--- src/hw/mem_pkg.sv ---
`default_nettype none

package mem_pkg;

    // Data and address width of the core
    localparam int xlen = 32;

    ////////////////////////////////////////////////////////////////////////////
    // Memory operation carried with each instruction
    ////////////////////////////////////////////////////////////////////////////
    typedef enum logic [3:0] {
        mem_x,      // No access
        mem_lb,
        mem_lh,
        mem_lw,
        mem_lbu,
        mem_lhu,
        mem_sb,
        mem_sh,
        mem_sw
    } mem_op_t;

    // Write-back source for the register file
    typedef enum logic [1:0] {
        wb_x,
        wb_alu,
        wb_mem,
        wb_pc4
    } wb_sel_t;

endpackage

`default_nettype wire

--- src/hw/mem_bus_if.sv ---
`timescale 1ns/1ps
`default_nettype none

interface mem_bus_if (
    input logic clk
);
    logic                     cmd_start;
    logic                     cmd_write;
    logic [mem_pkg::xlen-1:0] addr;
    logic [mem_pkg::xlen-1:0] wdata;
    logic [3:0]               wmask;      // Byte enables
    logic                     cmd_ready;
    logic [mem_pkg::xlen-1:0] rdata;
    logic                     rdata_valid;

    modport master (
        input  clk,
        output cmd_start, cmd_write, addr, wdata, wmask,
        input  cmd_ready, rdata, rdata_valid
    );

    modport slave (
        input  clk,
        input  cmd_start, cmd_write, addr, wdata, wmask,
        output cmd_ready, rdata, rdata_valid
    );
endinterface

`default_nettype wire

--- src/hw/mem_wb_if.sv ---
`timescale 1ns/1ps
`default_nettype none

interface mem_wb_if;
    logic                     valid;      // Instruction leaves mem_stage this cycle
    logic [mem_pkg::xlen-1:0] reg_pc;
    logic [mem_pkg::xlen-1:0] alu_out;
    logic [mem_pkg::xlen-1:0] read_data;
    logic                     br_flg;
    logic [mem_pkg::xlen-1:0] br_target;
    logic                     jmp_flg;
    logic                     rf_wen;
    mem_pkg::wb_sel_t         wb_sel;
    logic [4:0]               wb_addr;
    logic                     ecall;

    modport source (
        output valid, reg_pc, alu_out, read_data, br_flg, br_target,
        output jmp_flg, rf_wen, wb_sel, wb_addr, ecall
    );

    modport sink (
        input  valid, reg_pc, alu_out, read_data, br_flg, br_target,
        input  jmp_flg, rf_wen, wb_sel, wb_addr, ecall
    );
endinterface

`default_nettype wire

--- src/hw/mem_stage.sv ---
`timescale 1ns/1ps
`default_nettype none

module mem_stage (
    input  logic                     clk,
    input  logic                     rst_n,
    input  logic [mem_pkg::xlen-1:0] reg_pc,
    input  logic [mem_pkg::xlen-1:0] rs2_data,
    input  logic [mem_pkg::xlen-1:0] alu_out,
    input  logic [mem_pkg::xlen-1:0] br_target,
    input  logic                     br_flg,
    input  logic                     rf_wen,
    input  logic                     jmp_flg,
    input  logic                     ecall,
    input  mem_pkg::mem_op_t         mem_op,
    input  mem_pkg::wb_sel_t         wb_sel,
    input  logic [4:0]               wb_addr,
    output logic                     stall,
    mem_bus_if.master                bus,
    mem_wb_if.source                 wb
);
    typedef enum logic [1:0] {
        st_idle,
        st_wait_ready,
        st_wait_read
    } state_t;

    state_t state;
    state_t state_nx;

    // Held copy of the instruction
    logic [mem_pkg::xlen-1:0] h_reg_pc;
    logic [mem_pkg::xlen-1:0] h_rs2_data;
    logic [mem_pkg::xlen-1:0] h_alu_out;
    logic [mem_pkg::xlen-1:0] h_br_target;
    logic                     h_br_flg;
    logic                     h_rf_wen;
    logic                     h_jmp_flg;
    logic                     h_ecall;
    mem_pkg::mem_op_t         h_mem_op;
    mem_pkg::wb_sel_t         h_wb_sel;
    logic [4:0]               h_wb_addr;

    logic                     idle;
    logic                     done;
    logic                     is_store;
    logic                     is_load;
    mem_pkg::mem_op_t         cur_op;
    logic [mem_pkg::xlen-1:0] cur_addr;
    logic [mem_pkg::xlen-1:0] cur_rs2;
    logic [mem_pkg::xlen-1:0] ld_byte;
    logic [mem_pkg::xlen-1:0] ld_half;
    logic [mem_pkg::xlen-1:0] load_data;

    assign idle     = (state == st_idle);
    assign cur_op   = idle ? mem_op : h_mem_op;   // Live inputs only while idle
    assign cur_addr = idle ? alu_out : h_alu_out;
    assign cur_rs2  = idle ? rs2_data : h_rs2_data;

    assign is_store = cur_op inside {mem_pkg::mem_sb, mem_pkg::mem_sh, mem_pkg::mem_sw};
    assign is_load  = !is_store && (cur_op != mem_pkg::mem_x);

    ////////////////////////////////////////////////////////////////////////////
    // Sequencing
    ////////////////////////////////////////////////////////////////////////////
    always_comb begin
        state_nx = state;
        done     = 1'b0;
        case (state)
            st_idle: begin
                done = !(is_store || is_load) || (is_store && bus.cmd_ready);
                if (is_load)
                    state_nx = bus.cmd_ready ? st_wait_read : st_wait_ready;
                else if (is_store && !bus.cmd_ready)
                    state_nx = st_wait_ready;
            end
            st_wait_ready: begin
                done = is_store && bus.cmd_ready;   // Store retires on acceptance
                if (bus.cmd_ready)
                    state_nx = is_store ? st_idle : st_wait_read;
            end
            st_wait_read: begin
                done = bus.rdata_valid;
                if (bus.rdata_valid)
                    state_nx = st_idle;
            end
            default: state_nx = st_idle;
        endcase
    end

    always_ff @(posedge clk or negedge rst_n) begin
        if (!rst_n)
            state <= st_idle;
        else
            state <= state_nx;
    end

    always_ff @(posedge clk) begin
        if (idle) begin
            h_reg_pc    <= reg_pc;
            h_rs2_data  <= rs2_data;
            h_alu_out   <= alu_out;
            h_br_target <= br_target;
            h_br_flg    <= br_flg;
            h_rf_wen    <= rf_wen;
            h_jmp_flg   <= jmp_flg;
            h_ecall     <= ecall;
            h_mem_op    <= mem_op;
            h_wb_sel    <= wb_sel;
            h_wb_addr   <= wb_addr;
        end
    end

    ////////////////////////////////////////////////////////////////////////////
    // Bus request with lane alignment
    ////////////////////////////////////////////////////////////////////////////
    assign bus.cmd_start = idle ? (is_store || is_load) : (state == st_wait_ready);
    assign bus.cmd_write = is_store;
    assign bus.addr      = cur_addr;

    always_comb begin
        case (cur_op)
            mem_pkg::mem_sb: begin
                bus.wdata = cur_rs2 << {cur_addr[1:0], 3'b000};
                bus.wmask = 4'b0001 << cur_addr[1:0];
            end
            mem_pkg::mem_sh: begin
                bus.wdata = cur_rs2 << {cur_addr[1], 4'b0000};
                bus.wmask = cur_addr[1] ? 4'b1100 : 4'b0011;
            end
            default: begin
                bus.wdata = cur_rs2;
                bus.wmask = 4'b1111;
            end
        endcase
    end

    // Load data comes back in wait_read, so only the held op matters
    always_comb begin
        ld_byte = bus.rdata >> {h_alu_out[1:0], 3'b000};
        ld_half = bus.rdata >> {h_alu_out[1], 4'b0000};
        case (h_mem_op)
            mem_pkg::mem_lb:  load_data = {{(mem_pkg::xlen-8){ld_byte[7]}}, ld_byte[7:0]};
            mem_pkg::mem_lbu: load_data = {{(mem_pkg::xlen-8){1'b0}}, ld_byte[7:0]};
            mem_pkg::mem_lh:  load_data = {{(mem_pkg::xlen-16){ld_half[15]}}, ld_half[15:0]};
            mem_pkg::mem_lhu: load_data = {{(mem_pkg::xlen-16){1'b0}}, ld_half[15:0]};
            default:          load_data = bus.rdata;
        endcase
    end

    assign stall        = !done;
    assign wb.valid     = done;
    assign wb.read_data = load_data;
    assign wb.reg_pc    = idle ? reg_pc : h_reg_pc;
    assign wb.alu_out   = cur_addr;
    assign wb.br_flg    = idle ? br_flg : h_br_flg;
    assign wb.br_target = idle ? br_target : h_br_target;
    assign wb.jmp_flg   = idle ? jmp_flg : h_jmp_flg;
    assign wb.rf_wen    = idle ? rf_wen : h_rf_wen;
    assign wb.wb_sel    = idle ? wb_sel : h_wb_sel;
    assign wb.wb_addr   = idle ? wb_addr : h_wb_addr;
    assign wb.ecall     = idle ? ecall : h_ecall;

endmodule

`default_nettype wire

--- src/flat_wrapper.sv ---
// flat-port wrapper written by rule: the top's interface ports become plain ports
module mem_stage_flat 
  (clk, rst_n, reg_pc, rs2_data, alu_out, br_target, br_flg, rf_wen, jmp_flg, ecall, mem_op, wb_sel, wb_addr, stall, bus_cmd_start, bus_cmd_write, bus_addr, bus_wdata, bus_wmask, bus_cmd_ready, bus_rdata, bus_rdata_valid, wb_valid, wb_reg_pc, wb_alu_out, wb_read_data, wb_br_flg, wb_br_target, wb_jmp_flg, wb_rf_wen, wb_wb_sel, wb_wb_addr, wb_ecall);
  mem_bus_if bus_i (.clk(clk));
  mem_wb_if wb_i ();
  input  logic clk;
  input  logic rst_n;
  input  logic [mem_pkg::xlen-1:0] reg_pc;
  input  logic [mem_pkg::xlen-1:0] rs2_data;
  input  logic [mem_pkg::xlen-1:0] alu_out;
  input  logic [mem_pkg::xlen-1:0] br_target;
  input  logic br_flg;
  input  logic rf_wen;
  input  logic jmp_flg;
  input  logic ecall;
  input  mem_pkg::mem_op_t mem_op;
  input  mem_pkg::wb_sel_t wb_sel;
  input  logic [4:0] wb_addr;
  output logic stall;
  output wire logic [$bits(bus_i.cmd_start)-1:0] bus_cmd_start;
  output wire logic [$bits(bus_i.cmd_write)-1:0] bus_cmd_write;
  output wire logic [$bits(bus_i.addr)-1:0] bus_addr;
  output wire logic [$bits(bus_i.wdata)-1:0] bus_wdata;
  output wire logic [$bits(bus_i.wmask)-1:0] bus_wmask;
  input wire logic [$bits(bus_i.cmd_ready)-1:0] bus_cmd_ready;
  input wire logic [$bits(bus_i.rdata)-1:0] bus_rdata;
  input wire logic [$bits(bus_i.rdata_valid)-1:0] bus_rdata_valid;
  output wire logic [$bits(wb_i.valid)-1:0] wb_valid;
  output wire logic [$bits(wb_i.reg_pc)-1:0] wb_reg_pc;
  output wire logic [$bits(wb_i.alu_out)-1:0] wb_alu_out;
  output wire logic [$bits(wb_i.read_data)-1:0] wb_read_data;
  output wire logic [$bits(wb_i.br_flg)-1:0] wb_br_flg;
  output wire logic [$bits(wb_i.br_target)-1:0] wb_br_target;
  output wire logic [$bits(wb_i.jmp_flg)-1:0] wb_jmp_flg;
  output wire logic [$bits(wb_i.rf_wen)-1:0] wb_rf_wen;
  output wire logic [$bits(wb_i.wb_sel)-1:0] wb_wb_sel;
  output wire logic [$bits(wb_i.wb_addr)-1:0] wb_wb_addr;
  output wire logic [$bits(wb_i.ecall)-1:0] wb_ecall;
  assign bus_cmd_start = bus_i.cmd_start;
  assign bus_cmd_write = bus_i.cmd_write;
  assign bus_addr = bus_i.addr;
  assign bus_wdata = bus_i.wdata;
  assign bus_wmask = bus_i.wmask;
  assign bus_i.cmd_ready = bus_cmd_ready;
  assign bus_i.rdata = bus_rdata;
  assign bus_i.rdata_valid = bus_rdata_valid;
  assign wb_valid = wb_i.valid;
  assign wb_reg_pc = wb_i.reg_pc;
  assign wb_alu_out = wb_i.alu_out;
  assign wb_read_data = wb_i.read_data;
  assign wb_br_flg = wb_i.br_flg;
  assign wb_br_target = wb_i.br_target;
  assign wb_jmp_flg = wb_i.jmp_flg;
  assign wb_rf_wen = wb_i.rf_wen;
  assign wb_wb_sel = wb_i.wb_sel;
  assign wb_wb_addr = wb_i.wb_addr;
  assign wb_ecall = wb_i.ecall;
  mem_stage u_core (.clk(clk), .rst_n(rst_n), .reg_pc(reg_pc), .rs2_data(rs2_data), .alu_out(alu_out), .br_target(br_target), .br_flg(br_flg), .rf_wen(rf_wen), .jmp_flg(jmp_flg), .ecall(ecall), .mem_op(mem_op), .wb_sel(wb_sel), .wb_addr(wb_addr), .stall(stall), .bus(bus_i), .wb(wb_i));
endmodule
--- config.mk ---
export PLATFORM = sky130hd
export DESIGN_NAME = mem_stage_flat
export DESIGN_NICKNAME = d
export VERILOG_FILES = /design/src/hw/mem_pkg.sv /design/src/hw/mem_bus_if.sv /design/src/hw/mem_wb_if.sv /design/src/hw/mem_stage.sv /design/src/flat_wrapper.sv
export SDC_FILE = /design/constraint.sdc
export NUM_CORES = 1
export LEC_CHECK = 0
export ABC_AREA = 1
export BUFFER_PORTS_ARGS = -buffer_cell sky130_fd_sc_hd__clkbuf_2
export CORE_UTILIZATION = 30
export DETAILED_ROUTE_END_ITERATION = 8
export PLACE_DENSITY = 0.7
export SETUP_SLACK_MARGIN = 0.02
export SYNTH_ARGS = -nofsm -noshare
export SYNTH_HDL_FRONTEND = slang
export SYNTH_SLANG_ARGS = --single-unit
--- constraint.sdc ---
create_clock -name clk -period 2.5 [get_ports clk]
set_clock_uncertainty 0.15 [all_clocks]
set_input_delay 0.5 -clock clk [delete_from_list [all_inputs] [get_ports clk]]
set_output_delay 0.5 -clock clk [all_outputs]
set_load 0.05 [all_outputs]
==> reports/metrics.yaml, run 1 <==
route:
  antenna_left: 0
  vias_per_cell: 4.68
  routed_wl_mm: 26.1
  drt_iter0_markers: 345
  post_drt_wl_per_cell_um: 15.0
  post-route-drc-count: 0
  num_vias: 8139
  drt-pass1-iter-count: 5
clocking:
  clockBufferDepth: 2
  numCtsBuffers: 17
  root_buffer: "clkbuf_16"
  htreeDepth: 4
  insertion_delay_ns: 0.42
  cts_sinks: 145
  path_clk_slew_ns: 0.07
  cts_tree: "yes"
synthesis:
  synth-edff-count: 0
  synth_top_family_by_area: "simple AND/OR/NAND/NOR gates"
  syn_area_per_cell_um2: 6.69
  yosys.area_share.adder_pct: 0
  yosys_warnings: 0
  yosysUniqueCellTypes: 35
  synth-simple-area-share_pct: 38.5
  syn_area_mm2: 0.00663
  synth_top_area_cell: "dfxtp_1"
  post_synth_xor_area_fraction_pct: 0
  synthMuxAreaShare_pct: 0
  netlist.area_leader.share_pct: 43.2
  synth_nets: 1170
  synth_compound_area_share_pct: 7.55
  synth_ff_type: "dfxtp_1"
  ys_top_cells_by_area: "dfxtp_1, nand2_1, nand3_1"
  synth_seq_cells: 145
  async_flop_share_pct: 1.38
  ys_seq_area_share_pct: 43.9
  synthCells: 991
finish:
  final_area_mm2: 0.0126
  final_layout_size_suffix_gt1_share_pct: 51.6
  layout.cells.non_filler: 1740
  layout_common_cells: "nand2_1, clkbuf_2, dfxtp_1, buf_4, buf_12"
  post-route-util_pct: 58.1
  diodes: 0
  nNetsFinal: 1626
  final_common_cell: "nand2_1"
  area_growth_pct: 90.7
sta:
  setup_violations: 209
  slew_violations: 0
  layout_worst_path_cycle_share_pct: 119
  timing.fmax_mhz: 335
  setup_ws_ns: -0.484
  post-route-min-period_ns: 2.98
  max_slew_margin_pct: 59.2
  hold_viol: 0
  hold_slack_ns: 0.149
  worst-slew-pin-transition_ns: 0.612
  rsz0062_at_grt: "true"
global_routing:
  antenna_found_initial: 1
  grt_first_pass_wirelength_mm: 38.8
  grt-ovfl-total: 0
  grt_pass1_vias: 7756
  grt_start_max_net_pins: 61
  track_usage_pct: 22.1
setup_path:
  timing.rr.end: "u_core.state[0]$_DFFE_PN0P_"
  cp-end-kind: "primary output"
  required_ns: 1.85
  arrival_ns: 2.33
  start_kind: "flop"
  reg2reg_depth: 12
  rrSetupSlack_ns: 0.57
  worstSetupPathType: "flop to primary output"
  crit_fanout: 7
  r2r-start: "u_core.state[0]$_DFFE_PN0P_"
die:
  io_pins: 390
  rows: 54
  die_y_um: 151
  initial_utilization_pct: 30.5
  dieWidth_um: 151
  coreArea_mm2: 0.0218
  dieArea_mm2: 0.0227
min_path:
  min_from: "ecall"
  whs_path_depth: 3
  worstHoldEndpoint: "u_core.h_ecall$_DFF_P_"
  min_path_type: "primary input to flop"
placement:
  dp.cells: 1679
  place_area_mm2: 0.0106
  gp_congestion: 0.882
  port_buffers: 389
  dp_hpwl_mm: 18.3
run_status:
  violations: "negative setup slack"
  status: "finished, violations left"
flow_run:
  max_cap_viol_count: 0
## layout make-up
cell class              instances  area [um2]
flip-flops and latches        145        2930
well taps                     280         350
multi-input cells             717        3920
repair buffers                511        4600
fillers                      1800        9110
inverters                      55         230
clock buffers                  17         425
clock inverters                15         189
## per-layer routing
metal / up-vias / track usage, % / share of wire [%]
li1: 3970 / - / -
met1: 3717 / 22.7 / 36
met2: 381 / 40.4 / 52
met3: 69 / 6.58 / 7.8
met4: 2 / 11.1 / 3.9
met5: - / 0 / 0.031
## registers in the layout, indices dropped and copies added, names as in the netlist
name	cells
u_core.h_alu_out	32
u_core.h_br_flg	1
u_core.h_br_target	32
u_core.h_ecall	1
u_core.h_jmp_flg	1
u_core.h_mem_op	4
u_core.h_reg_pc	32
u_core.h_rf_wen	1
u_core.h_rs2_data	32
u_core.h_wb_addr	5
u_core.h_wb_sel	2
u_core.state	2
## how the worst max path moves through the flow
stage / slack, ns / from / cells after the start / endpoint
floorplan: -0.21 / u_core.state[1]$_DFFE_PN0P_ / 9 / bus_wdata[10]
CTS: -0.49 / u_core.state[1]$_DFFE_PN0P_ / 13 / bus_wdata[26]
detailed placement: -0.18 / bus_rdata[7] / 9 / wb_read_data[14]
global placement: -0.16 / bus_rdata[7] / 9 / wb_read_data[14]
finish: -0.48 / u_core.state[0]$_DFFE_PN0P_ / 13 / bus_wdata[26]
global route: -0.60 / u_core.state[1]$_DFFE_PN0P_ / 13 / bus_wdata[28]
## kinds of logic after synthesis
group	count (synthesis)
buf+inv	131
compound gates	89
flops	145
simple gates	626
## through the flow
stage          setup TNS, ns  setup slack (ns)
6_report              -58.68            -0.484
5_1_grt               -84.35            -0.601
4_1_cts               -61.74            -0.488
3_5_place_dp           -5.15            -0.181
3_3_place_gp           -3.26            -0.155
2_1_floorplan          -2.76            -0.209
## critical path, stage by stage (launching register included)
cell     delay, ns
dfrtp_2       0.49
nor2_8        0.19
buf_12        0.15
nand2_4       0.04
o21ai_2       0.05
nor2_2        0.07
nand2_4       0.14
nand3_4       0.13
buf_6         0.16
buf_6         0.11
nand3_2       0.06
nand2_2       0.07
nor2_4        0.10
buf_12        0.14
## cell usage after synthesis (2+ instances only)
cell      count
nor2_2        2
a22oi_1       9
clkinv_1      2
nor2_8        2
inv_1        48
clkbuf_1     17
a21oi_1      14
o21ai_2       3
inv_2         3
buf_6         2
o21ai_0      38
nand4_1       2
nand3_1      51
nand2_1     515
dfrtp_1       2
dfxtp_1     143
nand2_2       2
or2_2         8
buf_1         7
buf_4        34
nor2_1       34
o21ai_1      20
o211ai_1      2
buf_2        16
nand2_4       4
nand3_4       2
## what timing repair did
action	CTS	global route
gates resized for setup	236	92
pin swaps	34	19
setup endpoints to repair	209	209
gates cloned	4	0
buffers inserted	19	7
hold buffers	1	0
hold endpoints to repair	2	0
Power of run 1 is left out: the tool's default activity adds up to more than one toggle a clock period on the data nets, which glitch-free logic cannot reach.
==> inputs of run 2 (changes only) <==
==> constraint.sdc (replaced) <==
create_clock -name clk -period 3.2 [get_ports clk]
set_clock_uncertainty 0.15 [all_clocks]
set_input_delay 0.64 -clock clk [delete_from_list [all_inputs] [get_ports clk]]
set_output_delay 0.64 -clock clk [all_outputs]
set_load 0.05 [all_outputs]
==> reports/metrics.yaml, run 2 (synthesis gave the netlist of run 1 again) <==
clocking:
  numCtsBuffers: 17
  cts_tree: "yes"
  cts_sinks: 145
  insertion_delay_ns: 0.41
  clockBufferDepth: 2
  path_clk_slew_ns: 0.07
  htreeDepth: 4
  root_buffer: "clkbuf_16"
setup_path:
  start_kind: "flop"
  crit_fanout: 7
  arrival_ns: 2.35
  cp-end-kind: "primary output"
  worstSetupPathType: "flop to primary output"
  required_ns: 2.41
sta:
  timing.fmax_mhz: 318
  layout_worst_path_cycle_share_pct: 98.2
  max_slew_margin_pct: 66.9
  worst-slew-pin-transition_ns: 0.496
  post-route-min-period_ns: 3.14
  slew_violations: 0
  setup_violations: 0
  hold_viol: 0
  rsz0062_at_grt: "true"
finish:
  multi_input_area_mm2: 0.00337
  layout_common_cells: "nand2_1, clkbuf_2, dfxtp_1, inv_1, nand3_1"
  num-fill-cells: 2174
  final_layout_size_suffix_gt1_share_pct: 40.5
  register_area_mm2: 0.00292
  final_common_cell: "nand2_1"
  post-route-util_pct: 46.6
  nNetsFinal: 1546
  area_growth_pct: 52.8
  final_area_mm2: 0.0101
die:
  io_pins: 390
  rows: 54
  dieWidth_um: 151
  initial_utilization_pct: 30.5
  coreArea_mm2: 0.0218
  dieArea_mm2: 0.0227
  die_y_um: 151
route:
  drt-pass1-iter-count: 5
  post_drt_wl_per_cell_um: 14.1
  vias_per_cell: 4.63
  post-route-drc-count: 0
  num_vias: 7684
  routed_wl_mm: 23.4
  drt_iter0_markers: 442
  antenna_left: 0
global_routing:
  track_usage_pct: 18.7
  grt_pass1_vias: 6587
  grt_first_pass_wirelength_mm: 32.9
  antenna_found_initial: 0
  grt_start_max_net_pins: 72
  grt-ovfl-total: 0
min_path:
  min_path_type: "primary input to flop"
placement:
  port_buffers: 389
  gp_congestion: 0.877
  dp_hpwl_mm: 17.0
  place_area_mm2: 0.00874
run_status:
  status: "completed"
flow_run:
  max_cap_viol_count: 0
## run 2: cell types whose count changed in the layout (fill, tap and decap cells not counted), sizes merged
cell	before	now
diode	0	1
nor2	41	39
nand2	521	524
clkinv	11	4
clkbuf	314	367
inv	58	62
bufbuf	2	0
clkinvlp	1	3
nand3	53	54
buf	211	79
## run 2: per-layer routing
layer  up-vias  GRT usage, %  share of wire, %
met5         -             0                 0
met4         0          7.15               2.7
met3        53          4.82               8.3
met2       372          34.5                51
met1      3435          20.4                38
li1       3824             -                 -
## run 2: cell type report
type,count,share of cell area [%]
antenna,1,0.0247
timing repair buffer,429,26.5
multi-input combinational,719,33.3
clock inverter,14,1.37
clock buffer,18,4.24
sequential,145,28.8
inverter,55,2.21
tap,280,3.46
## run 2: final timing paths
| check | start | end | slack [ns] | cells after the start |
|---|---|---|---|---|
| worst max-delay path | u_core.state[0]$_DFFE_PN0P_ | bus_wdata[28] | 0.06 | 12 |
| worst min-delay path | reg_pc[11] | u_core.h_reg_pc[11]$_DFF_P_ | 0.28 | 3 |
| worst max register to register | u_core.state[0]$_DFFE_PN0P_ | u_core.state[1]$_DFFE_PN0P_ | 1.28 | 9 |
| worst min register to register | u_core.h_br_target[29]$_DFF_P_ | u_core.h_br_target[29]$_DFF_P_ | 0.29 | 2 |
| max in group asynchronous | rst_n | u_core.state[1]$_DFFE_PN0P_ | 2.36 | 2 |
| min in group asynchronous | rst_n | u_core.state[0]$_DFFE_PN0P_ | 0.42 | 2 |
## run 2: through the flow
stage,setup WS (ns),hold slack [ns],instances,TNS (ns)
5_1_grt,-0.0658,0.268,1660,-0.748
4_1_cts,0.0363,0.259,1641,0
6_report,0.0581,0.279,1661,0
3_3_place_gp,0.199,0.276,1598,0
3_5_place_dp,0.152,0.279,1598,0
2_1_floorplan,0.0598,0.194,991,0
## run 2: worst max-delay path, stage by stage, from the launching register on
cell,delay [ns]
dfrtp_2,0.46
nor2_8,0.22
buf_12,0.15
nand2_1,0.06
o21ai_2,0.06
nor2_2,0.07
nand2_4,0.16
nand3_4,0.13
buf_6,0.15
nand3_2,0.05
nand2_1,0.09
nor2_2,0.15
buf_6,0.17
## run 2: what timing repair did
| action | CTS | global route |
|---|---|---|
| hold buffers | 1 | 0 |
| gates cloned | 1 | 4 |
| pin swaps | 6 | 24 |
| hold endpoints to repair | 2 | 0 |
| buffers inserted | 9 | 15 |
| resized for setup | 53 | 160 |
| endpoints found under the setup margin | 85 | 65 |
Power of run 2 is left out for the same reason.
