===== src/hw/mem_pkg.sv =====
`default_nettype none

package mem_pkg;

    // Data and address width of the core
    localparam int xlen = 32;

    ////////////////////////////////////////////////////////////////////////////
    // Memory operation carried with each instruction
    ////////////////////////////////////////////////////////////////////////////
    typedef enum logic [3:0] {
        mem_x,      // No access
        mem_lb,
        mem_lh,
        mem_lw,
        mem_lbu,
        mem_lhu,
        mem_sb,
        mem_sh,
        mem_sw
    } mem_op_t;

    // Write-back source for the register file
    typedef enum logic [1:0] {
        wb_x,
        wb_alu,
        wb_mem,
        wb_pc4
    } wb_sel_t;

endpackage

`default_nettype wire


===== src/hw/mem_wb_if.sv =====
`timescale 1ns/1ps
`default_nettype none

interface mem_wb_if;
    logic                     valid;      // Instruction leaves mem_stage this cycle
    logic [mem_pkg::xlen-1:0] reg_pc;
    logic [mem_pkg::xlen-1:0] alu_out;
    logic [mem_pkg::xlen-1:0] read_data;
    logic                     br_flg;
    logic [mem_pkg::xlen-1:0] br_target;
    logic                     jmp_flg;
    logic                     rf_wen;
    mem_pkg::wb_sel_t         wb_sel;
    logic [4:0]               wb_addr;
    logic                     ecall;

    modport source (
        output valid, reg_pc, alu_out, read_data, br_flg, br_target,
        output jmp_flg, rf_wen, wb_sel, wb_addr, ecall
    );

    modport sink (
        input  valid, reg_pc, alu_out, read_data, br_flg, br_target,
        input  jmp_flg, rf_wen, wb_sel, wb_addr, ecall
    );
endinterface

`default_nettype wire


===== src/hw/mem_wb_reg.sv =====
`timescale 1ns/1ps
`default_nettype none

module mem_wb_reg (
    input  logic                     clk,
    input  logic                     rst_n,
    mem_wb_if.sink                   wb,
    output logic                     rf_we,
    output logic                     redirect_valid,
    output logic                     ecall_out,
    output logic [4:0]               rf_waddr,
    output logic [mem_pkg::xlen-1:0] rf_wdata,
    output logic [mem_pkg::xlen-1:0] redirect_pc
);
    logic [mem_pkg::xlen-1:0] wdata_sel;
    logic [mem_pkg::xlen-1:0] target_sel;

    always_comb begin
        case (wb.wb_sel)
            mem_pkg::wb_alu: wdata_sel = wb.alu_out;
            mem_pkg::wb_mem: wdata_sel = wb.read_data;
            mem_pkg::wb_pc4: wdata_sel = wb.reg_pc + mem_pkg::xlen'(4);
            default:         wdata_sel = '0;
        endcase
    end

    // Jump target is the ALU sum with bit 0 cleared
    assign target_sel = wb.br_flg ? wb.br_target : {wb.alu_out[mem_pkg::xlen-1:1], 1'b0};

    always_ff @(posedge clk or negedge rst_n) begin
        if (!rst_n) begin
            rf_we          <= 1'b0;
            redirect_valid <= 1'b0;
            ecall_out      <= 1'b0;
            rf_waddr       <= '0;
            rf_wdata       <= '0;
            redirect_pc    <= '0;
        end else begin
            rf_we          <= wb.valid && wb.rf_wen;   // Bubble when nothing retires
            redirect_valid <= wb.valid && (wb.br_flg || wb.jmp_flg);
            ecall_out      <= wb.valid && wb.ecall;
            rf_waddr       <= wb.wb_addr;
            rf_wdata       <= wdata_sel;
            redirect_pc    <= target_sel;
        end
    end

endmodule

`default_nettype wire


===== src/flat_wrapper.sv =====
// flat-port wrapper written by rule: the top's interface ports become plain ports
module mem_wb_reg_flat 
  (clk, rst_n, rf_we, redirect_valid, ecall_out, rf_waddr, rf_wdata, redirect_pc, wb_valid, wb_reg_pc, wb_alu_out, wb_read_data, wb_br_flg, wb_br_target, wb_jmp_flg, wb_rf_wen, wb_wb_sel, wb_wb_addr, wb_ecall);
  mem_wb_if wb_i ();
  input  logic clk;
  input  logic rst_n;
  output logic rf_we;
  output logic redirect_valid;
  output logic ecall_out;
  output logic [4:0] rf_waddr;
  output logic [mem_pkg::xlen-1:0] rf_wdata;
  output logic [mem_pkg::xlen-1:0] redirect_pc;
  input wire logic [$bits(wb_i.valid)-1:0] wb_valid;
  input wire logic [$bits(wb_i.reg_pc)-1:0] wb_reg_pc;
  input wire logic [$bits(wb_i.alu_out)-1:0] wb_alu_out;
  input wire logic [$bits(wb_i.read_data)-1:0] wb_read_data;
  input wire logic [$bits(wb_i.br_flg)-1:0] wb_br_flg;
  input wire logic [$bits(wb_i.br_target)-1:0] wb_br_target;
  input wire logic [$bits(wb_i.jmp_flg)-1:0] wb_jmp_flg;
  input wire logic [$bits(wb_i.rf_wen)-1:0] wb_rf_wen;
  input wire logic [$bits(wb_i.wb_sel)-1:0] wb_wb_sel;
  input wire logic [$bits(wb_i.wb_addr)-1:0] wb_wb_addr;
  input wire logic [$bits(wb_i.ecall)-1:0] wb_ecall;
  assign wb_i.valid = wb_valid;
  assign wb_i.reg_pc = wb_reg_pc;
  assign wb_i.alu_out = wb_alu_out;
  assign wb_i.read_data = wb_read_data;
  assign wb_i.br_flg = wb_br_flg;
  assign wb_i.br_target = wb_br_target;
  assign wb_i.jmp_flg = wb_jmp_flg;
  assign wb_i.rf_wen = wb_rf_wen;
  assign wb_i.wb_sel = wb_wb_sel;
  assign wb_i.wb_addr = wb_wb_addr;
  assign wb_i.ecall = wb_ecall;
  mem_wb_reg u_core (.clk(clk), .rst_n(rst_n), .wb(wb_i), .rf_we(rf_we), .redirect_valid(redirect_valid), .ecall_out(ecall_out), .rf_waddr(rf_waddr), .rf_wdata(rf_wdata), .redirect_pc(redirect_pc));
endmodule

===== config.mk =====
export PLATFORM = sky130hd
export DESIGN_NAME = mem_wb_reg_flat
export DESIGN_NICKNAME = d
export VERILOG_FILES = /design/src/hw/mem_pkg.sv /design/src/hw/mem_wb_if.sv /design/src/hw/mem_wb_reg.sv /design/src/flat_wrapper.sv
export SDC_FILE = /design/constraint.sdc
export NUM_CORES = 1
export LEC_CHECK = 0
export BUFFER_PORTS_ARGS = -buffer_cell sky130_fd_sc_hd__buf_2
export CORE_MARGIN = 10
export CORE_UTILIZATION = 46
export DETAILED_ROUTE_END_ITERATION = 8
export PLACE_DENSITY_LB_ADDON = 0.2
export SYNTH_ARGS = -nofsm -noshare
export SYNTH_HDL_FRONTEND = slang
export SYNTH_SLANG_ARGS = --single-unit

===== constraint.sdc =====
create_clock -name clk -period 0.8 [get_ports clk]
set_input_delay 0.12 -clock clk [delete_from_list [all_inputs] [get_ports clk]]
set_output_delay 0.12 -clock clk [all_outputs]
set_load 0.05 [all_outputs]

==> results list, run 1 <==
- Count of buffers from port buffering: 213
- Biggest cell delay along the critical path: 0.26 ns
* Initial core utilization: 47.9%
* Detail-routed net length per standard cell: 24.9 microns
- The path with the worst hold slack has its endpoint at u_core.redirect_pc[2].
* Final wirelength: 16.8 mm
- Critical path endpoint category: flop
* Final-report max-slew violation count: 0
- TritonCTS clock tree: done
- The worst setup path is of the in -> reg kind.
- On the critical path, the stage with the largest delay is an instance of nor3_2.
- Highest net fanout along the worst path: 6
- The wire-length estimate of the detail-placed layout is 10.1 mm.
- Full die area: 10,900 sq um
- OpenSTA, run right after detailed placement, puts the worst setup slack at -0.713 ns.
- Net switching fraction of the power: 34.8%
- Via count of the first global-routing pass: 3,894
* Antenna Violating Nets Remaining: 0
* Syn_area_per_cell: 11.9 sq um
* Cell mode on critical path: nand4_1
- Count of vias placed by the detailed router: 3,763
* Leading cell type in the layout, fill and taps excluded: buf_2
* Worst Setup Start Kind: input pin
* Cell Int Power: 6.74 mW
- Area growth, synth to finish: 92.1%
- After detailed routing, the number of vias per cell comes to 5.59.
- RSZ-0062 raised after global routing: yes
* Number of unique standard cell types used by synthesis: 33
- The die is 105 microns tall.
- Layout Cell Area excl Fill: 6320 sq um
- Headroom to the max-slew limit: 78.1%
- CORE AREA: 6870 sq um
- Iteration count of the initial detailed-routing pass: 6
* Fraction of power consumed by sequential logic: 39.4%
- Flip-flop and latch count after synthesis: 72
- During I/O placement, the number of pins put on the boundary was 214.
- Along the worst hold path, the cell count comes to 2.
- Worst VDD drop: 1.21 mV
* Time the worst path needs with I/O delays and setup: 1.22 ns
* Sum of buffers and inverters on the critical path: 2
- Layout cells sized above 1: 64.0%
* Synth Net Count: 420
- At the end of routability-driven placement, the weighted congestion stood at 0.840.
* Pleak: 3.12 nW
- Overflow after GRT: 0
- Final worst-path cycle share: 152%
- After the last flow step, the layout net total stands at 713.
- The startpoint identified for the worst hold timing path is wb_br_target[2].
- CTS built an H-tree with a depth of 3.
- Violated checks: negative setup slack
- Sequential cells were found to cover 54.7% of the synthesized design area.
- The mapped netlist covers 3290 sq um.
- Per report_power, the clock group accounts for 26.4% of the total.
- The critical path goes through buf_6 > nand4_1 > nor3_2 > buf_4 > nand4_1 > xor2_2 > o21ai_1.
- Total count of hold-check failures in the final report: 0
* Peak Freq: 823 MHz
* WHS: 0.00787 ns
- The placed instances occupy a cell area of 5030 sq um.
- Synthesis produced 277 cells.
* Proportion of power drawn by combinational gates: 34.2%
* Worst Max-Slew Pin Slew: 0.326 ns
- Dividing total power by cell area gives a power density of 1630 nW/um^2.
- Starting DRC count in detailed routing: 315
- Remaining design rule violation count: 0
* Clk pin slew, worst setup/hold paths: 0.08 ns
- Counting along the longest clock path gives a buffer depth of 2.
- Number of placement rows: 30
- Total power: 10.3 mW
- Global routing used 25.6% of the available tracks.
* Number of clock sinks: 72
- Worst min-delay path class: in -> reg
- Run status: finished, violations left
* Critical path required time: 1.04 ns
- Category of cells accounting for the largest share of critical-path delay: simple AND/OR/NAND/NOR gates
- Global-route wire length before repair: 22.0 mm
- Number of antenna violations at the first check in global routing: 3
* Die Span X: 105 microns
- # Max-Cap Violations: 0
- In the layout the commonest cells are 121 x buf_2, 93 x buf_6, 72 x dfrtp_1.
- For this design the total switching power over the nets is 3.59 mW.
- In the post-route analysis, the smallest setup slack over all paths is -0.416 ns.
- Clk root buf: clkbuf_8
- During synthesis, Yosys emitted a total of 0 warnings.
* Critical Path AT: 1.46 ns
- Counting the buffers created by CTS gives 9.
- Entering global routing, the biggest net connects 39 pins.
- # setup viols final: 100
## how the worst max path moves through the flow
stage / end / start / slack (ns) / cells after the start
after floorplan: u_core.rf_wdata[31] / wb_reg_pc[12] / -0.57 / 5
after global placement: u_core.rf_wdata[31] / wb_reg_pc[23] / -0.65 / 6
after detailed placement: u_core.rf_wdata[31] / wb_reg_pc[23] / -0.71 / 6
after CTS: u_core.rf_wdata[10] / wb_reg_pc[3] / -0.22 / 9
after global routing: u_core.rf_wdata[18] / wb_reg_pc[12] / -0.42 / 7
final: u_core.rf_wdata[18] / wb_reg_pc[11] / -0.42 / 7
## per-layer routing
metal  track usage [%]  vias to the layer above  share of wire, %
met3              7.43                       57               8.4
met2              47.4                      272                54
li1                  -                     1593                 -
met1              26.9                     1841                33
met5                 0                        -                 0
met4              8.73                        0               4.4
## cell families after synthesis
logic type               synth area share, %
AO/OA/AOI/OAI                           12.5
buffers and inverters                   2.55
adder cells (fa/ha/maj)                0.380
multiplexers                            11.9
flip-flops                              54.7
XOR/XNOR                                7.18
AND/OR/NAND/NOR                         10.7
## registers in the layout (all words and copies together) (netlist names)
signal / cells
u_core.ecall_out: 1
u_core.redirect_pc: 32
u_core.redirect_valid: 1
u_core.rf_waddr: 5
u_core.rf_wdata: 32
u_core.rf_we: 1
## final cells by class
cell class	count	area [sq um]
clock buffers	12	155
diodes	2	5.00
repair buffers	297	2420
flip-flops and latches	72	1800
fillers	256	544
inverters	4	15.0
clock inverters	4	27.5
multi-input cells	186	1780
well taps	96	120
## power by group through the flow
stage	combinational (mW)	clock, mW	sequential [mW]
floorplan	0.645	0	5.11
global placement	2.77	0	4.04
detailed placement	2.83	0	4.06
CTS	3.34	2.75	4.06
global route	3.66	2.94	4.10
finish	3.53	2.73	4.07
## timing repair
| item | CTS | global route |
|---|---|---|
| pin swaps | 26 | 28 |
| endpoints found under the setup margin | 97 | 99 |
| hold buffers | 15 | 4 |
| hold endpoints to repair | 86 | 4 |
| setup buffers | 7 | 7 |
| resized for setup | 197 | 34 |
## synth_stat cells
cell	n	area (sq um)
a22o_1	7	61.3
nand2_2	1	6.26
nand3_2	1	10.0
ha_1	1	12.5
and3_1	3	18.8
nand2_1	7	26.3
buf_1	1	3.75
nor2_1	7	26.3
mux2i_1	1	10.0
or4_1	1	7.51
nand3_1	15	75.1
a22oi_1	22	165
mux2_2	34	383
xor2_1	21	184
and4_2	1	10.0
inv_1	4	15.0
o21ai_0	25	125
nor3_1	3	15.0
nand4_1	11	68.8
xnor2_1	6	52.6
nor4_4	1	21.3
buf_6	1	11.3
o21a_1	1	7.51
and4_1	1	8.76
clkbuf_1	12	45.0
nor2b_1	2	12.5
nor4_1	1	6.26
nand4_4	1	21.3
and2_1	3	18.8
dfrtp_1	72	1800
a21o_1	3	22.5
dlygate4sd1_1	1	8.76
a21oi_1	6	30.0
## stage by stage
stage | setup TNS (ns) | util (%) | instances
2_1_floorplan | -7.69 | - | 277
3_3_place_gp | -17.04 | 73.3 | 623
3_5_place_dp | -18.36 | 73.3 | 623
4_1_cts | -17.82 | 88.3 | 660
5_1_grt | -23.56 | 92.1 | 673
6_report | -20.05 | 92.1 | 673
Power figures use the tool's default switching activity.
==> run 2, diff against run 1 <==
REMOVE_ABC_BUFFERS = 1   (was default)
==> run 2 against run 1 <==
Against the previous run: flip-flop and latch count did not move; largest power group unchanged; critical path depth up 1; design area fell by 2.2%; the flow still finishes with violations (negative setup slack).
==> results list, run 2 (same netlist as run 1, synthesis figures left out) <==
- Pleak: 2.97 nW
* Worst Max-Slew Pin Slew: 0.646 ns
- TritonCTS built the clock tree.
* Number of antenna violations at the first check in global routing: 0
* Via-per-instance ratio: 5.56
- The clock passes through at most 2 buffers.
* Clk root buf: clkbuf_8
- For this run, design rule violations remaining after detail routing come to 0.
- Top flop regs: u_core.redirect_pc: 32 flops, u_core.rf_wdata: 32 flops, u_core.rf_waddr: 5 flops
- After detailed routing, the average wire length per cell comes to 24.5 microns.
- The worst path uses 144% of the clock period.
- Along the worst path, the maximum fanout reaches 6.
- Sum of buffers and inverters on the critical path: 3
- Prior to clock tree synthesis, the placed netlist has a worst setup slack of -0.776 ns.
* Core Util, Final: 90.1%
* Final-report max-slew violation count: 0
* Layout cells sized above 1: 64.3%
- From left edge to right edge, the die measures 105 microns.
- RSZ-0062 raised after global routing: yes
- Entering global routing, the biggest net connects 34 pins.
- Summing all non-filler instances in the final layout gives an area of 6190 sq um.
- Total count of hold-check failures in the final report: 0
* Critical Path AT: 1.37 ns
- CORE AREA: 6870 sq um
- Grouping stages by cell kind, the critical path spends the most delay in buffers and inverters.
* Cell-by-cell trace of the critical path: buf_6 > nand4_1 > buf_6 > nor4_4 > buf_6 > nand4_1 > xor2_1 > o21ai_1
- Global routing consumed, over all layers together, 26.1% of the routing resources.
* Cell area after placement: 4890 sq um
- Timing would allow up to 866 MHz.
- Counting every sink on the clock net gives 72.
* Full die area: 10,900 sq um
- 214 I/O pins were placed.
- Die extent in y: 105 microns
* Iteration count of the initial detailed-routing pass: 4
* Total number of H-tree levels: 3
- TritonCTS created 9 clock buffers.
- Most used cells in the layout excluding fill and tap cells: 117 x buf_2, 101 x buf_6, 72 x dfrtp_1
- Leaving out fill and tap cells, the most frequent cell in the layout is buf_2.
- Type of the setup path with the least slack: in -> reg
* Worst path setup slack after routing: -0.355 ns
- The worst hold path belongs to the class in -> reg.
- Area growth, synth to finish: 87.9%
- Cell mode on critical path: buf_6
- Headroom to the max-slew limit came out at 56.8%.
- Routability-driven placement finished with a final weighted congestion of 0.811.
* Final wirelength: 16.3 mm
- Run status: finished, violations left
- The count of buffers added on input and output ports is 213.
- For this run, the slowest stage of the critical path takes 0.29 ns.
- Crit-path slowest cell: xor2_1
- For this block, the initial DRC count from the detailed router was 184.
- After global routing the overflow that remains totals 0.
- The first global-routing pass estimated 22.7 mm of wire.
* # setup viols final: 96
- Critical path required time: 1.02 ns
* Pwr per Cell Area: 1710 nW/um^2
- Initial core utilization: 47.9%
* Critical path endpoint category: flop
* Antenna Violating Nets Remaining: 0
- Dpl hpwl: 9.50 mm
- In this run the core area contains 30 standard-cell rows.
- The checks that failed: negative setup slack.
- Worst VDD drop: 1.20 mV
* Via count of the first global-routing pass: 4,084
- Clock-pin slew was measured on the worst setup and hold paths at 0.08 ns.
* Final nets: 707
* Count of vias placed by the detailed router: 3,700
- Counting I/O delays and the setup requirement, the final critical path takes 1.15 ns.
- # Max-Cap Violations: 0
- The worst setup path is launched from an input pin.
run 2: layout make-up:
class,count,area (sq um)
clock buffers,12,155
clock inverters,4,51.3
multi-input cells,186,1630
fillers,285,683
flip-flops and latches,72,1800
inverters,4,15.0
well taps,96,120
repair buffers,291,2410
diodes,1,2.50
run 2: power by group:
group	switching [mW]	internal (mW)
clock network	1.46	1.62
registers	0.155	3.92
logic	1.97	1.42
run 2: what timing repair did:
| item | in CTS | in global routing |
|---|---|---|
| pin swaps | 31 | 27 |
| setup endpoints to repair | 98 | 100 |
| buffers inserted | 7 | 9 |
| hold endpoints to repair | 83 | 1 |
| hold buffers | 12 | 1 |
| resized for setup | 226 | 26 |
run 2: worst paths after layout:
kind | start | endpoint | depth (start not counted)
worst max-delay path | wb_reg_pc[12] | u_core.rf_wdata[27] | 8
min in group asynchronous | rst_n | u_core.redirect_pc[2] | 2
max in group asynchronous | rst_n | u_core.rf_waddr[4] | 3
worst min-delay path | wb_br_target[24] | u_core.redirect_pc[24] | 2
run 2: layer usage:
| metal | wire length [microns] | GRT usage, % | up-vias |
|---|---|---|---|
| met5 | 0 | 0 | - |
| met3 | 1350 | 7.62 | 43 |
| met1 | 5450 | 26.8 | 1843 |
| met4 | 581 | 10.7 | 0 |
| met2 | 8940 | 48.5 | 230 |
| li1 | - | - | 1584 |
run 2: stage by stage:
step           hold WS [ns]  setup TNS [ns]  std cells  total power, mW
2_1_floorplan        -0.176          -25.22        262             5.54
6_report             0.0102          -20.22        666             10.6
3_5_place_dp        -0.0213          -20.92        624             6.74
4_1_cts            0.000290          -17.24        659             10.3
3_3_place_gp        -0.0212          -19.58        624             6.68
5_1_grt             0.00992          -22.86        665             10.9
==> run 3, diff against run 2 <==
CORE_UTILIZATION = 38   (was 46)
GPL_ROUTABILITY_DRIVEN = 0   (was default)
clock period = 1 ns   (was 0.8 ns; I/O delays follow)
==> run 3 against run 2 <==
Against the previous run: the run still ends with negative setup slack left; sequential share of layout area rose by 1.3 points; highest routed layer unchanged; critical path type unchanged; die area rose by 17%; clock power down 8.1%; combinational power shrank 26%; count of clock-buffer cells in the layout is 3 lower; flip-flop and latch count stayed put; non-clock buffer count down 13.
==> results list, run 3 (same netlist as run 1, synthesis figures left out) <==
- Clock buffer count from CTS: 9
* Post-route setup TNS: -2.58 ns
- Die Span X: 113 microns
- Pleak: 2.85 nW
* Initial core utilization: 39.5%
* Run status: finished, violations left
- Total power: 8.60 mW
- Full die area: 12,800 sq um
* Crit-path slowest cell: or4_1
* Starting DRC count in detailed routing: 125
- STA puts the critical path data required time at 1.28 ns.
- Before antenna repair, the detailed router went through 4 iterations.
- CORE AREA: 8340 sq um
* Largest net degree at the start of global routing: 73
- Setup violations remaining at the end of the flow were counted as 81.
- The largest single stage delay on the critical path is 0.47 ns.
- The number of antenna violations at the first check in global routing is 0.
* Core Util, Final: 71.1%
- In the layout the commonest cells are 124 x buf_2, 85 x buf_6, 72 x dfrtp_1.
- Cell area after placement: 4840 sq um
- TritonCTS clock tree: done
- # Max-Cap Violations: 0
- Time the worst path needs with I/O delays and setup: 1.12 ns
* Count of buffers from port buffering: 213
* Leading cell type in the layout, fill and taps excluded: buf_2
- Final nets: 694
* Worst Setup Start Kind: input pin
- Dpl hpwl: 9.43 mm
- From bottom edge to top edge, the die measures 113 microns.
- Worst min-delay path class: in -> reg
- Worst path setup slack after routing: -0.125 ns
- Type of the setup path with the least slack: in -> reg
* Worst Max-Slew Pin Slew: 0.621 ns
* Layout Cell Area excl Fill: 5930 sq um
* Global-route wire length before repair: 19.1 mm
- STA classifies the critical path endpoint as a flop.
- For the worst setup path, the data arrival time is 1.41 ns.
- Via count of the first global-routing pass: 3,704
- Clk pin slew, worst setup/hold paths: 0.08 ns
- Remaining design rule violation count: 0
- RSZ-0062 raised after global routing: yes
- Headroom to the max-slew limit: 58.5%
- Total count of hold-check failures in the final report: 0
* Overflow after GRT: 0
- Antenna fix cells: 0
- The signal on the critical path passes through buf_6 > nand4_1 > nor4_4 > buf_4 > nand2_2 > or4_1 > nand3_1.
- The root buffer cell chosen for the clock tree is clkbuf_8.
* Layout cells sized above 1: 61.9%
* Final wirelength: 12.8 mm
- In the global route stage, overall resource usage came out at 18.9%.
- Final-report max-slew violation count: 0
- I/O pin cnt: 214
* Pwr per Cell Area: 1450 nW/um^2
- CTS saw 72 sinks.
- Area growth, synth to finish: 80.1%
- Detailed routing inserted a total of 3,300 vias.
- In the final routed layout, each cell accounts on average for 19.4 microns.
- The longest clock path from root to sink contains 2 buffers.
- Of all nets on the critical path, the largest fanout is 2.
* Number of placement rows: 33
- CTS built an H-tree with a depth of 3.
* Peak Freq: 889 MHz
- Antenna Violating Nets Remaining: 0
* Worst VDD drop: 1.03 mV
* Via-per-instance ratio: 4.99
- In the finished design, the share of the clock period the worst path needs comes to 112%.
* Violated checks: negative setup slack
* Top flop regs: u_core.redirect_pc: 32 flops, u_core.rf_wdata: 32 flops, u_core.rf_waddr: 5 flops
==> run 3: cell count changes in the layout (fill, tap and decap cells not counted), moves of 3 or more <==
cell	change
buf_2	+7
buf_4	+4
buf_6	-16
dlygate4sd3_1	-5
nand2_1	+3
xor2_1	+4
xor2_2	-4
==> run 3: per-layer routing <==
metal | part of all wire [%] | track usage, %
met3 | 7.7 | 7.34
met5 | 0 | 0
met1 | 35 | 18.3
met2 | 54 | 34.9
met4 | 2.9 | 7.36
==> run 3: metrics by stage <==
step                instances  hold slack, ns  setup slack, ns
floorplan                 262          -0.146           -0.658
global placement          628           0.198           -0.689
detailed placement        628           0.200           -0.687
CTS                       656         0.00455           -0.134
global route              661         0.00499           -0.149
finish                    661          0.0137           -0.125
==> run 3: path summary, 6_finish.rpt <==
check	start	endpoint	depth (start not counted)
max	wb_reg_pc[22]	u_core.rf_wdata[31]	7
min	wb_alu_out[8]	u_core.rf_wdata[8]	2
max in group asynchronous	rst_n	u_core.rf_wdata[30]	3
min in group asynchronous	rst_n	u_core.ecall_out	3
==> run 3: cell type report <==
cell class	instances	area, sq um
multi-input cells	186	1560
inverters	4	15.0
flip-flops and latches	72	1800
fillers	594	2410
well taps	105	131
clock inverters	7	120
clock buffers	9	124
repair buffers	278	2180
==> run 3: timing repair <==
item,in CTS,in global routing
hold buffers,8,0
gates resized for setup,175,37
endpoints found under the hold margin,79,0
setup endpoints to repair,95,91
setup buffers,4,5
pin swaps,16,33
==> run 3: worst max-delay path: cells and delay by family <==
kind                   cells  cell delay [ns]
and+or+nand+nor            5             1.03
buffers and inverters      2             0.22
==> run 3: power breakdown <==
part | internal (mW) | leakage [nW] | switching (mW)
combinational | 1.06 | 1.86 | 1.46
sequential | 3.14 | 0.869 | 0.110
clock | 1.66 | 0.119 | 1.17
total | 5.86 | 2.85 | 2.74
